`src/verilog/fetch_pkg.sv`:
```
`default_nettype none

package fetch_pkg;

	// First fetch address after reset
	localparam logic [31:0] reset_vector = 32'h0000_0000;

	// Major opcodes, RV32I base
	localparam logic [6:0] op_lui = 7'b0110111;
	localparam logic [6:0] op_auipc = 7'b0010111;
	localparam logic [6:0] op_jal = 7'b1101111;
	localparam logic [6:0] op_jalr = 7'b1100111;
	localparam logic [6:0] op_branch = 7'b1100011;
	localparam logic [6:0] op_load = 7'b0000011;
	localparam logic [6:0] op_store = 7'b0100011;
	localparam logic [6:0] op_imm = 7'b0010011;
	localparam logic [6:0] op_reg = 7'b0110011;
	localparam logic [6:0] op_system = 7'b1110011;

	// System instructions matched on the whole word
	localparam logic [31:0] instr_ecall = 32'h0000_0073;
	localparam logic [31:0] instr_wfi = 32'h1050_0073;
	localparam logic [31:0] instr_mret = 32'h3020_0073;

	typedef struct packed {
		logic [6:0] funct7;
		logic [4:0] rs2;
		logic [4:0] rs1;
		logic [2:0] funct3;
		logic [4:0] rd;
		logic [6:0] opcode;
	} r_type_t;

	typedef struct packed {
		logic [11:0] imm_11_0;
		logic [4:0] rs1;
		logic [2:0] funct3;
		logic [4:0] rd;
		logic [6:0] opcode;
	} i_type_t;

	typedef struct packed {
		logic [6:0] imm_11_5;
		logic [4:0] rs2;
		logic [4:0] rs1;
		logic [2:0] funct3;
		logic [4:0] imm_4_0;
		logic [6:0] opcode;
	} s_type_t;

	// Branch offset bits are scattered over the word
	typedef struct packed {
		logic imm_12;
		logic [5:0] imm_10_5;
		logic [4:0] rs2;
		logic [4:0] rs1;
		logic [2:0] funct3;
		logic [3:0] imm_4_1;
		logic imm_11;
		logic [6:0] opcode;
	} b_type_t;

	typedef struct packed {
		logic [19:0] imm_31_12;
		logic [4:0] rd;
		logic [6:0] opcode;
	} u_type_t;

	typedef struct packed {
		logic imm_20;
		logic [9:0] imm_10_1;
		logic imm_11;
		logic [7:0] imm_19_12;
		logic [4:0] rd;
		logic [6:0] opcode;
	} j_type_t;

	typedef union packed {
		r_type_t r;
		i_type_t i;
		s_type_t s;
		b_type_t b;
		u_type_t u;
		j_type_t j;
	} rv_instr_u;

	typedef struct packed {
		logic is_jal;
		logic is_jalr;
		logic is_branch;
		logic is_mret;
		logic is_trap;
		logic [4:0] rs1;
		logic [4:0] rs2;
		logic [4:0] rd;
		logic [31:0] b_imm;
		logic [31:0] j_imm;
	} predecode_t;

	// Record handed to decode, new entry marked by strobe toggle
	typedef struct packed {
		logic strobe;
		logic [31:0] pc;
		logic [31:0] instruction;
		logic [4:0] rs1;
		logic [4:0] rs2;
		logic [4:0] rd;
	} fetch_data_t;

endpackage

`default_nettype wire

```
`src/verilog/instr_predecode.sv`:
```
`default_nettype none

module instr_predecode (
	input wire fetch_pkg::rv_instr_u i_instruction,
	output fetch_pkg::predecode_t o_predecode
);

	logic [6:0] opcode;
	logic is_r;
	logic is_i;
	logic is_s;
	logic is_b;
	logic is_jalr;
	logic have_rs1;
	logic have_rs2;
	logic have_rd;

	assign opcode = i_instruction.r.opcode;

	// Format classes
	assign is_r = opcode == fetch_pkg::op_reg;
	assign is_i = opcode == fetch_pkg::op_imm || opcode == fetch_pkg::op_load ||
		opcode == fetch_pkg::op_system;
	assign is_s = opcode == fetch_pkg::op_store;
	assign is_b = opcode == fetch_pkg::op_branch;
	assign is_jalr = opcode == fetch_pkg::op_jalr;

	// Which register fields the format really carries
	assign have_rs1 = is_i | is_r | is_s | is_b | is_jalr;
	assign have_rs2 = is_r | is_s | is_b;
	assign have_rd = !(is_s | is_b);

	always_comb begin
		o_predecode.is_jal = opcode == fetch_pkg::op_jal;
		o_predecode.is_jalr = is_jalr;
		o_predecode.is_branch = is_b;
		o_predecode.is_mret = i_instruction == fetch_pkg::instr_mret;
		// ECALL and WFI both park fetch until an interrupt
		o_predecode.is_trap = i_instruction == fetch_pkg::instr_ecall ||
			i_instruction == fetch_pkg::instr_wfi;

		o_predecode.rs1 = have_rs1 ? i_instruction.i.rs1 : 5'd0;
		o_predecode.rs2 = have_rs2 ? i_instruction.s.rs2 : 5'd0;
		o_predecode.rd = have_rd ? i_instruction.r.rd : 5'd0;

		o_predecode.b_imm = {{20{i_instruction.b.imm_12}}, i_instruction.b.imm_11,
			i_instruction.b.imm_10_5, i_instruction.b.imm_4_1, 1'b0};
		o_predecode.j_imm = {{12{i_instruction.j.imm_20}}, i_instruction.j.imm_19_12,
			i_instruction.j.imm_11, i_instruction.j.imm_10_1, 1'b0};
	end

endmodule

`default_nettype wire

```
`src/verilog/branch_predictor.sv`:
```
`default_nettype none

module branch_predictor (
	input wire logic i_clock,
	input wire logic i_reset,
	input wire logic i_launch,
	input wire logic [31:0] i_launch_pc,
	input wire fetch_pkg::predecode_t i_predecode,
	input wire logic i_jump,
	input wire logic [31:0] i_jump_pc,
	output logic [31:0] o_pc_hint,
	output logic [31:0] o_bp_hit,
	output logic [31:0] o_bp_miss
);

	logic [31:0] launch_pc;
	logic [31:0] launch_offset;
	logic [31:0] offset;

	// Static rule: JAL taken, backward branch taken, rest falls through
	always_comb begin
		if (i_predecode.is_jal)
			offset = i_predecode.j_imm;
		else if (i_predecode.is_branch && i_predecode.b_imm[31])
			offset = i_predecode.b_imm;
		else
			offset = 32'd4;
	end

	always_ff @(posedge i_clock) begin
		if (i_launch) begin
			launch_pc <= i_launch_pc;
			launch_offset <= offset;
		end
	end

	assign o_pc_hint = launch_pc + launch_offset;

	// Score each resolved jump against the hint
	always_ff @(posedge i_clock) begin
		if (i_reset) begin
			o_bp_hit <= 32'd0;
			o_bp_miss <= 32'd0;
		end else if (i_jump) begin
			if (i_jump_pc == o_pc_hint)
				o_bp_hit <= o_bp_hit + 32'd1;
			else
				o_bp_miss <= o_bp_miss + 32'd1;
		end
	end

	// Execute resolves only after the sequencer has launched
	assert property (@(posedge i_clock) disable iff (i_reset) !(i_jump && i_launch));

endmodule

`default_nettype wire

```
`src/verilog/instr_fetch_port.sv`:
```
`default_nettype none

module instr_fetch_port (
	input wire logic i_clock,
	input wire logic i_reset,
	input wire logic [31:0] i_address,
	output logic [31:0] o_word,
	output logic o_word_ready,
	output logic o_bus_request,
	output logic [31:0] o_bus_address,
	input wire logic i_bus_ready,
	input wire logic [31:0] i_bus_rdata
);

	logic [31:0] tag;
	logic valid;
	logic active;
	logic pending;
	logic [31:0] pending_address;

	assign o_word_ready = valid && tag == i_address;

	// A miss starts a request at once; an open one keeps its latched address
	assign o_bus_request = active && (pending || !o_word_ready);
	assign o_bus_address = pending ? pending_address : i_address;

	always_ff @(posedge i_clock) begin
		if (i_reset) begin
			valid <= 1'b0;
			active <= 1'b0;
			pending <= 1'b0;
		end else begin
			active <= 1'b1;
			if (o_bus_request && i_bus_ready) begin
				pending <= 1'b0;
				valid <= 1'b1;
				o_word <= i_bus_rdata;
				tag <= o_bus_address;
			end else if (o_bus_request && !pending) begin
				pending <= 1'b1;
				pending_address <= i_address;
			end
		end
	end

	assert property (@(posedge i_clock) disable iff (i_reset)
		o_bus_request && !i_bus_ready |=> o_bus_request && $stable(o_bus_address));

endmodule

`default_nettype wire

```
`src/verilog/fetch_sequencer.sv`:
```
`default_nettype none

module fetch_sequencer (
	input wire logic i_clock,
	input wire logic i_reset,

	// Fetch port and predecode
	input wire logic [31:0] i_word,
	input wire logic i_word_ready,
	input wire fetch_pkg::predecode_t i_predecode,
	output logic [31:0] o_pc,

	// Predictor
	output logic o_launch,
	input wire logic [31:0] i_pc_hint,

	// Execute redirect
	input wire logic i_jump,
	input wire logic [31:0] i_jump_pc,

	// Interrupt
	input wire logic i_irq_pending,
	input wire logic [31:0] i_irq_pc,
	output logic o_irq_dispatched,
	output logic [31:0] o_irq_epc,

	// Decode side
	input wire logic i_busy,
	output fetch_pkg::fetch_data_t o_data
);

	typedef enum logic [1:0] {
		WAIT_ICACHE,
		WAIT_JUMP,
		WAIT_IRQ
	} state_t;

	state_t state;
	logic irq_prev;
	logic irq_edge;
	logic irq_take;
	logic is_flow;
	logic accept;

	assign irq_edge = !irq_prev && i_irq_pending;
	// Edges are dropped while waiting on execute
	assign irq_take = irq_edge && (state == WAIT_ICACHE || state == WAIT_IRQ);

	assign is_flow = i_predecode.is_jal | i_predecode.is_jalr |
		i_predecode.is_branch | i_predecode.is_mret;

	// Interrupt edge wins over a ready word
	assign accept = state == WAIT_ICACHE && i_word_ready && !i_busy && !irq_edge;
	assign o_launch = accept && is_flow;

	always_ff @(posedge i_clock) begin
		if (i_reset) begin
			state <= WAIT_ICACHE;
			o_pc <= fetch_pkg::reset_vector;
			irq_prev <= 1'b0;
			o_irq_dispatched <= 1'b0;
			o_data <= '0;
		end else begin
			irq_prev <= i_irq_pending;
			o_irq_dispatched <= 1'b0;

			if (irq_take) begin
				o_irq_dispatched <= 1'b1;
				o_irq_epc <= o_pc;
				o_pc <= i_irq_pc;
				state <= WAIT_ICACHE;
			end else begin
				case (state)
					WAIT_ICACHE: begin
						if (accept) begin
							o_data.strobe <= ~o_data.strobe;
							o_data.pc <= o_pc;
							o_data.instruction <= i_word;
							o_data.rs1 <= i_predecode.rs1;
							o_data.rs2 <= i_predecode.rs2;
							o_data.rd <= i_predecode.rd;

							if (is_flow)
								state <= WAIT_JUMP;
							else if (i_predecode.is_trap)
								state <= WAIT_IRQ;
							else
								o_pc <= o_pc + 32'd4;
						end
					end

					WAIT_JUMP: begin
						// Prefetch follows the hint until execute resolves
						if (i_jump) begin
							o_pc <= i_jump_pc;
							state <= WAIT_ICACHE;
						end else begin
							o_pc <= i_pc_hint;
						end
					end

					WAIT_IRQ: begin
						// Left only through irq_take
						state <= WAIT_IRQ;
					end

					default: begin
						state <= WAIT_ICACHE;
					end
				endcase
			end
		end
	end

	// Redirect sources all come from outside this block
	assert property (@(posedge i_clock) disable iff (i_reset) o_pc[1:0] == 2'b00);

endmodule

`default_nettype wire

```
`src/verilog/fetch_top.sv`:
```
`default_nettype none

module fetch_top (
	input wire logic i_clock,
	input wire logic i_reset,

	input wire logic i_jump,
	input wire logic [31:0] i_jump_pc,

	input wire logic i_irq_pending,
	input wire logic [31:0] i_irq_pc,
	output logic o_irq_dispatched,
	output logic [31:0] o_irq_epc,

	// Instruction bus
	output logic o_bus_request,
	output logic [31:0] o_bus_address,
	input wire logic i_bus_ready,
	input wire logic [31:0] i_bus_rdata,

	input wire logic i_busy,
	output fetch_pkg::fetch_data_t o_data,

	output logic [31:0] o_debug_pc,
	output logic [31:0] o_debug_bp_hit,
	output logic [31:0] o_debug_bp_miss
);

	logic [31:0] pc;
	logic [31:0] word;
	logic word_ready;
	logic launch;
	logic [31:0] pc_hint;
	fetch_pkg::predecode_t predecode;

	assign o_debug_pc = pc;

	instr_fetch_port u_port (
		.i_clock(i_clock),
		.i_reset(i_reset),
		.i_address(pc),
		.o_word(word),
		.o_word_ready(word_ready),
		.o_bus_request(o_bus_request),
		.o_bus_address(o_bus_address),
		.i_bus_ready(i_bus_ready),
		.i_bus_rdata(i_bus_rdata)
	);

	instr_predecode u_predecode (
		.i_instruction(word),
		.o_predecode(predecode)
	);

	branch_predictor u_predictor (
		.i_clock(i_clock),
		.i_reset(i_reset),
		.i_launch(launch),
		.i_launch_pc(pc),
		.i_predecode(predecode),
		.i_jump(i_jump),
		.i_jump_pc(i_jump_pc),
		.o_pc_hint(pc_hint),
		.o_bp_hit(o_debug_bp_hit),
		.o_bp_miss(o_debug_bp_miss)
	);

	fetch_sequencer u_sequencer (
		.i_clock(i_clock),
		.i_reset(i_reset),
		.i_word(word),
		.i_word_ready(word_ready),
		.i_predecode(predecode),
		.o_pc(pc),
		.o_launch(launch),
		.i_pc_hint(pc_hint),
		.i_jump(i_jump),
		.i_jump_pc(i_jump_pc),
		.i_irq_pending(i_irq_pending),
		.i_irq_pc(i_irq_pc),
		.o_irq_dispatched(o_irq_dispatched),
		.o_irq_epc(o_irq_epc),
		.i_busy(i_busy),
		.o_data(o_data)
	);

endmodule

`default_nettype wire

```
`config.mk`:
```
export PLATFORM = sky130hd
export DESIGN_NAME = fetch_top
export DESIGN_NICKNAME = d
export VERILOG_FILES = /design/src/verilog/fetch_pkg.sv /design/src/verilog/instr_predecode.sv /design/src/verilog/branch_predictor.sv /design/src/verilog/instr_fetch_port.sv /design/src/verilog/fetch_sequencer.sv /design/src/verilog/fetch_top.sv
export SDC_FILE = /design/constraint.sdc
export NUM_CORES = 1
export LEC_CHECK = 0
export BUFFER_PORTS_ARGS = -buffer_cell sky130_fd_sc_hd__buf_2
export CORE_ASPECT_RATIO = 1.25
export CORE_MARGIN = 10
export CORE_UTILIZATION = 45
export DETAILED_ROUTE_END_ITERATION = 6
export GPL_TIMING_DRIVEN = 0
export PLACE_DENSITY = 0.79
export SYNTH_ARGS = -nofsm -noshare
export SYNTH_HDL_FRONTEND = slang
export SYNTH_SLANG_ARGS = --single-unit
```
`constraint.sdc`:
```
create_clock -name i_clock -period 12.38 [get_ports i_clock]
set_clock_uncertainty 0.15 [all_clocks]
set_input_delay 1.857 -clock i_clock [delete_from_list [all_inputs] [get_ports i_clock]]
set_output_delay 1.857 -clock i_clock [all_outputs]
set_load 0.01 [all_outputs]
```
==> impl_metrics.json, run 1 <==
{
  "power.switching_w": 0.0006365,
  "average_via_count_per_standard_cell": 6.034,
  "critPathBufInv": 2,
  "post-cts-setup-buffers": 0,
  "clkSlewWorstSetupHoldPaths_ns": 0.07,
  "clock.fmax_mhz": 181.4,
  "report.final.setup_viol": 0,
  "rsz0062_at_grt": "no",
  "power.density_nw_per_um2": 120.5,
  "leakage_nw": 8.434,
  "antenna_left": 0,
  "finalWirelength_mm": 69.42,
  "ir_worst_vdd_v": 0.00007998,
  "mean_syn_cell_area_um2": 9.706,
  "period_minus_slack_ns": 5.514,
  "fin_crit_sh": 0.4454,
  "postSynth.topFlopCell": "sky130_fd_sc_hd__dfxtp_1",
  "crit_arrival_ns": 5.75,
  "p_int_w": 0.001961,
  "timing.critical_path.max_delay_family": "simple AND/OR/NAND/NOR gates",
  "maxCapViolCount": 0,
  "synth_enable_flop_cells": 180,
  "final_cell_mix": "sky130_fd_sc_hd__buf_2 (361), sky130_fd_sc_hd__nand2_1 (263), sky130_fd_sc_hd__dfxtp_1 (183)",
  "netlist_area_um2": 17920,
  "crit-reg2reg-launch": "u_predictor.launch_offset[30]",
  "worst_slew_margin_rel": 0.3483,
  "gp_weighted_congestion": 0.9989,
  "p_comb_frac": 0.076,
  "groute.usage.overall": 0.2754,
  "instance_count_of_the_mapped_netlist": 1846,
  "startpoint_type": "register",
  "hold_violations": 0,
  "detailroute.via_count": 16710,
  "crit_fanout": 12,
  "die_h_um": 243.1,
  "tightestPinTransition_ns": 0.9753,
  "layout_stage_area_growth_over_the_synthesis_result_pct": 20.34,
  "routedWlPerCell_um": 25.07,
  "delay_contributed_by_the_slowest_stage_of_the_critical_path_ns": 0.68,
  "post-route-drc-count": 0,
  "worstSkewPairLatency_ns": 0.54,
  "ctsRootBufferMaster": "sky130_fd_sc_hd__clkbuf_16",
  "share_seq_of_total_power": 0.505,
  "cts_hold_repair.buffers": 0,
  "cts-root-to-sink-buffers": 3,
  "layout.cells.most_common": "sky130_fd_sc_hd__buf_2",
  "startpoint": "u_predictor.launch_offset[30]",
  "yosysSeqAreaShare": 0.5061,
  "numClockSinks": 363,
  "holdCritPathClass": "reg -> reg",
  "first_pass_iters": 7,
  "place.detailed.hpwl_mm": 54.30,
  "grt_start_max_net_pins": 34,
  "cts-resized-gates": 0,
  "netSwitchingFraction": 0.2451,
  "totalNegativeSetupSlack_ns": 0,
  "critPathRequiredTime_ns": 12.61,
  "crit_slowest_cell": "sky130_fd_sc_hd__edfxtp_1",
  "worst_setup_path_end_kind": "register",
  "postSynthRegisterBits": 363,
  "tritoncts.num_buffers": 36,
  "ys_warn_count": 0,
  "die_x_um": 198.5,
  "drt_iter0_markers": 1956,
  "floorplan.rows": 81,
  "post-route-util": 0.5498,
  "port-buffer-count": 341,
  "final_net_count": 2373,
  "synthDistinctLibCells": 80,
  "design.die.area_um2": 48250,
  "tritoncts": "built",
  "asyncSetResetFlopFracSynth": 0,
  "layout-drive-gt1-share": 0.2191,
  "coreArea_um2": 39220,
  "source_of_the_worst_hold_timing_path": "u_sequencer.o_data[67]",
  "first_pass_grt_wire_length_mm": 100.6,
  "crit_chain": "ha_1 > clkbuf_1 > nand2_1 > o21a_1 > and3_1 > a211oi_1 > nand4_1 > nor4b_1 > and4_1 > nand4_1 > o2111ai_2 > clkbuf_1 > or3_1 > a21oi_1",
  "floorplan.initialDensity": 0.4568,
  "first_global_vias": 16310,
  "htreeDepth": 2,
  "number_of_pins_exceeding_their_max_slew_limit_in_the_final_report": 0,
  "gr-total-overflow": 0,
  "criticalPathCategory": "reg -> reg",
  "num_ports": 344,
  "run_status": "complete, no violations",
  "grt_antenna_before_repair": 7,
  "clock_power_share": 0.418,
  "synth_fp_nets": 1982
}
-- power by group through the flow --
stage	clock (W)	sequential, W	combinational [W]
after floorplan	0	0.00133	0.0000943
final	0.00109	0.00131	0.000198
after detailed placement	0	0.00134	0.000192
after CTS	0.00109	0.00131	0.000194
after global routing	0.00114	0.00131	0.000209
after global placement	0	0.00134	0.000187
-- synth_stat cells, types with 22 or more instances --
master / number / area [um^2]
sky130_fd_sc_hd__a211oi_1: 22 / 165.2
sky130_fd_sc_hd__a21oi_1: 180 / 900.9
sky130_fd_sc_hd__and3_1: 32 / 200.2
sky130_fd_sc_hd__clkbuf_1: 92 / 345.3
sky130_fd_sc_hd__dfxtp_1: 183 / 3664
sky130_fd_sc_hd__edfxtp_1: 180 / 5405
sky130_fd_sc_hd__ha_1: 33 / 412.9
sky130_fd_sc_hd__inv_1: 31 / 116.4
sky130_fd_sc_hd__mux2_2: 34 / 382.9
sky130_fd_sc_hd__nand2_1: 263 / 987.2
sky130_fd_sc_hd__nand3_1: 59 / 295.3
sky130_fd_sc_hd__nand4_1: 36 / 225.2
sky130_fd_sc_hd__nor2_1: 112 / 420.4
sky130_fd_sc_hd__nor3_1: 34 / 170.2
sky130_fd_sc_hd__nor4_1: 24 / 150.1
sky130_fd_sc_hd__o21ai_0: 87 / 435.4
sky130_fd_sc_hd__or3_1: 26 / 162.7
sky130_fd_sc_hd__xnor2_1: 52 / 455.4
sky130_fd_sc_hd__xor2_1: 63 / 551.8
-- flip-flops by register name (all words and copies together) (netlist names), 32 cells and up --
name                    flops
u_sequencer.o_data         80
u_port.o_word              32
u_port.pending_address     32
u_port.tag                 32
u_predictor.launch_pc      32
u_predictor.o_bp_hit       32
u_predictor.o_bp_miss      32
u_sequencer.o_irq_epc      32
u_sequencer.o_pc           32
-- metrics by stage --
step / hold slack, ns / setup slack, ns / area [um^2] / total power, W / std cells
CTS: 0.2996 / 6.961 / 21540 / 0.002598 / 2762
finish: 0.2976 / 6.866 / 21560 / 0.002597 / 2769
detailed placement: 0.2919 / 6.594 / 20390 / 0.001530 / 2697
global route: 0.3176 / 6.754 / 21560 / 0.002663 / 2768
global placement: 0.2863 / 2.500 / 20250 / 0.001526 / 2685
floorplan: 0.2892 / 4.534 / 17920 / 0.001424 / 1846
-- worst paths after layout --
path         slack (ns)  cells past startpoint                   endpoint
min reg2reg        0.30                      2     u_sequencer.o_data[67]
max                6.87                     14  u_predictor.o_bp_miss[29]
min                0.30                      2     u_sequencer.o_data[67]
max reg2reg        6.87                     14  u_predictor.o_bp_miss[29]
-- layout make-up --
type                    count  area [um^2]
fillers                  3456        17660
flip-flops and latches    363         9069
multi-input cells        1328         8230
repair buffers            353         1822
clock buffers              48         1027
well taps                 498        623.1
plain buffers             124        529.3
clock inverters            17        127.6
inverters                  31        116.4
diodes                      7        17.52
-- tightest hold or removal path, cell delays in order, from the launching register on --
cell                      delay (ns)
sky130_fd_sc_hd__dfxtp_1        0.30
sky130_fd_sc_hd__nand2_1        0.05
sky130_fd_sc_hd__a21oi_1        0.05
-- layer usage --
layer / global-route usage / vias up / part of all wire
met2: 0.4647 / 912 / 0.48
li1: - / 7544 / -
met3: 0.07338 / 200 / 0.10
met5: 0 / - / 0.00019
met1: 0.3104 / 8051 / 0.36
met4: 0.1479 / 2 / 0.057
-- cells by family after synthesis --
| kind of cell | count (synthesis) | share of synthesized area |
|---|---|---|
| and+or+nand+nor | 670 | 0.1796 |
| AOI/OAI and AO/OA | 457 | 0.1621 |
| DFF | 363 | 0.5061 |
| buffers and inverters | 155 | 0.03603 |
| xor gates and xnor gates | 121 | 0.06390 |
| muxes | 46 | 0.02807 |
| adders and majority gates | 34 | 0.02416 |
No activity file was read; power rests on OpenSTA's default activity.
==> run 2: changes to the inputs <==
- PLACE_DENSITY: 0.79 -> 0.82
- clock period: 12.38 -> 4.54 ns (I/O delays scaled with it)
==> run 2 against run 1 <==
- critical path depth increased by 1
- via count about the same
- die area stayed put
- design area rose by 2.2%
- final cell count is 0.40% higher
- combinational power grew to 2.8 times the previous value
- worst hold slack got worse by 0.15 ns
- core utilization is 1.2 points higher
- maximum frequency grew 24%
- power grew to 2.9 times the previous value
- largest power group unchanged
==> impl_metrics.json, run 2 (synthesized netlist as in run 1, its figures left out) <==
{
  "run_status": "complete, no violations",
  "leakage_nw": 8.590,
  "placed_cell_area_um2": 20400,
  "detailroute.via_count": 16710,
  "totalNegativeSetupSlack_ns": 0,
  "period_minus_slack_ns": 4.447,
  "report.final.setup_viol": 0,
  "tritoncts.num_buffers": 39,
  "drt_iter0_markers": 1766,
  "place.detailed.hpwl_mm": 54.53,
  "port-buffer-count": 341,
  "number_of_pins_exceeding_their_max_slew_limit_in_the_final_report": 0,
  "hold_violations": 0,
  "antenna_left": 0,
  "numClockSinks": 363,
  "source_of_the_worst_hold_timing_path": "i_bus_rdata[25]",
  "clkSlewWorstSetupHoldPaths_ns": 0.06,
  "cts-root-to-sink-buffers": 3,
  "crit_slowest_cell": "sky130_fd_sc_hd__o41a_1",
  "first_pass_grt_wire_length_mm": 104.2,
  "delay_contributed_by_the_slowest_stage_of_the_critical_path_ns": 0.45,
  "startpoint": "u_predictor.launch_offset[1]",
  "final_net_count": 2380,
  "cts_hold_repair.buffers": 0,
  "average_via_count_per_standard_cell": 6.012,
  "die_h_um": 243.1,
  "worst-r2r-setup-slack_ns": 0.09,
  "crit-reg2reg-launch": "u_predictor.launch_offset[1]",
  "htreeDepth": 2,
  "post-route-util": 0.5616,
  "ctsRootBufferMaster": "sky130_fd_sc_hd__clkbuf_16",
  "gr-total-overflow": 0,
  "tritoncts": "built",
  "layout_stage_area_growth_over_the_synthesis_result_pct": 22.95,
  "worst_setup_path_end_kind": "register",
  "fin_crit_sh": 0.9795,
  "layout-drive-gt1-share": 0.2400,
  "grt_antenna_before_repair": 7,
  "worst_slew_margin_rel": 0.3267,
  "floorplan.rows": 81,
  "startpoint_type": "register",
  "first_global_vias": 16590,
  "ir_worst_vdd_v": 0.0003065,
  "final.hold.worst_slack_ns": 0.1482,
  "first_pass_iters": 7,
  "layout.cell_area.non_filler_um2": 22030,
  "holdCritPathClass": "in -> reg",
  "layout.cells.most_common": "sky130_fd_sc_hd__buf_2",
  "grt_start_max_net_pins": 34,
  "crit_fanout": 10,
  "critPathRequiredTime_ns": 4.86,
  "tightestPinTransition_ns": 1.010,
  "post-route-drc-count": 0,
  "gp_weighted_congestion": 1.007,
  "r2r-end": "u_predictor.o_bp_miss[29]",
  "power.density_nw_per_um2": 338.3,
  "die_x_um": 198.5,
  "groute.usage.overall": 0.2840,
  "finalWirelength_mm": 70.76,
  "routedWlPerCell_um": 25.45,
  "worstSkewPairLatency_ns": 0.56,
  "coreArea_um2": 39220,
  "num_ports": 344,
  "crit_chain": "ha_4 > fa_2 > a21o_1 > a221o_1 > buf_6 > a31oi_4 > a211oi_2 > o41a_1 > and4_1 > o2111a_1 > nand2_2 > o2111ai_4 > buf_2 > or3_1 > a21oi_1",
  "number_of_flip_flops_in_the_largest_register": 80,
  "design.die.area_um2": 48250,
  "maxCapViolCount": 0,
  "max_flop_register": "u_sequencer.o_data",
  "cell_count_of_the_worst_reg_to_reg_path": 15,
  "final_cell_mix": "sky130_fd_sc_hd__buf_2 (360), sky130_fd_sc_hd__nand2_1 (263), sky130_fd_sc_hd__dfxtp_1 (183)",
  "hold_depth": 1,
  "floorplan.initialDensity": 0.4568,
  "min_delay_worst_endpoint": "u_port.o_word[25]",
  "clock.fmax_mhz": 224.9,
  "crit_arrival_ns": 4.77,
  "criticalPathCategory": "reg -> reg"
}
-- run 2: changes by cell type in the layout (fill, tap and decap cells not counted), sizes merged --
cell and change:
buf +8, clkinv +3, clkbuf -4, bufinv +2, clkinvlp +3, inv -1
-- run 2: routing by layer --
layer	GRT usage	part of all wire
met3	0.07019	0.10
met2	0.4877	0.49
met1	0.3266	0.36
met4	0.1252	0.046
met5	0	0.00035
-- run 2: report_power, final --
part / switching (W) / internal, W
combinational: 0.000362 / 0.000186
clock: 0.00143 / 0.00190
sequential: 0.0000777 / 0.00350
-- run 2: how the worst max path moves through the flow --
stage | to | slack, ns | depth (start not counted)
6_report | u_predictor.o_bp_miss[29] | 0.09 | 15
2_1_floorplan | u_predictor.launch_offset[10] | 0.57 | 8
3_5_place_dp | u_predictor.o_bp_miss[29] | -0.92 | 14
4_1_cts | u_predictor.o_bp_hit[20] | 0.007 | 15
5_1_grt | u_predictor.o_bp_miss[27] | -0.02 | 15
3_3_place_gp | u_predictor.o_bp_miss[25] | -0.87 | 14
-- run 2: what timing repair did --
| action | 4_1_cts | 5_1_grt |
|---|---|---|
| buffers inserted | 13 | 2 |
| hold endpoints to repair | 0 | 0 |
| setup endpoints to repair | 64 | 58 |
| gates resized for setup | 17 | 37 |
| pin swaps | 8 | 11 |
-- run 2: critical path: cells and delay by family, from the launching register on --
family                   cells  cell delay (ns)
AND/OR/NAND/NOR              3             0.78
adder cells (fa/ha/maj)      2             0.58
flip-flops                   1             0.43
buffers and inverters        2             0.43
AO/OA/AOI/OAI                8             1.97
-- run 2: final cells by class --
cell class | instances | area, um^2
flip-flops and latches | 363 | 9069
clock buffers | 48 | 1084
repair buffers | 363 | 1948
plain buffers | 118 | 511.7
well taps | 498 | 623.1
clock inverters | 24 | 244.0
diodes | 7 | 17.52
fillers | 3426 | 17190
inverters | 31 | 116.4
multi-input cells | 1328 | 8416
-- run 2: metrics by stage --
| stage | power (W) | instances | worst slack [ns] |
|---|---|---|---|
| after global routing | 0.007630 | 2777 | -0.02433 |
| after CTS | 0.007441 | 2776 | 0.007402 |
| final | 0.007452 | 2780 | 0.09306 |
| after floorplan | 0.003883 | 1846 | 0.5742 |
| after detailed placement | 0.004174 | 2692 | -0.9188 |
| after global placement | 0.004161 | 2685 | -0.8662 |
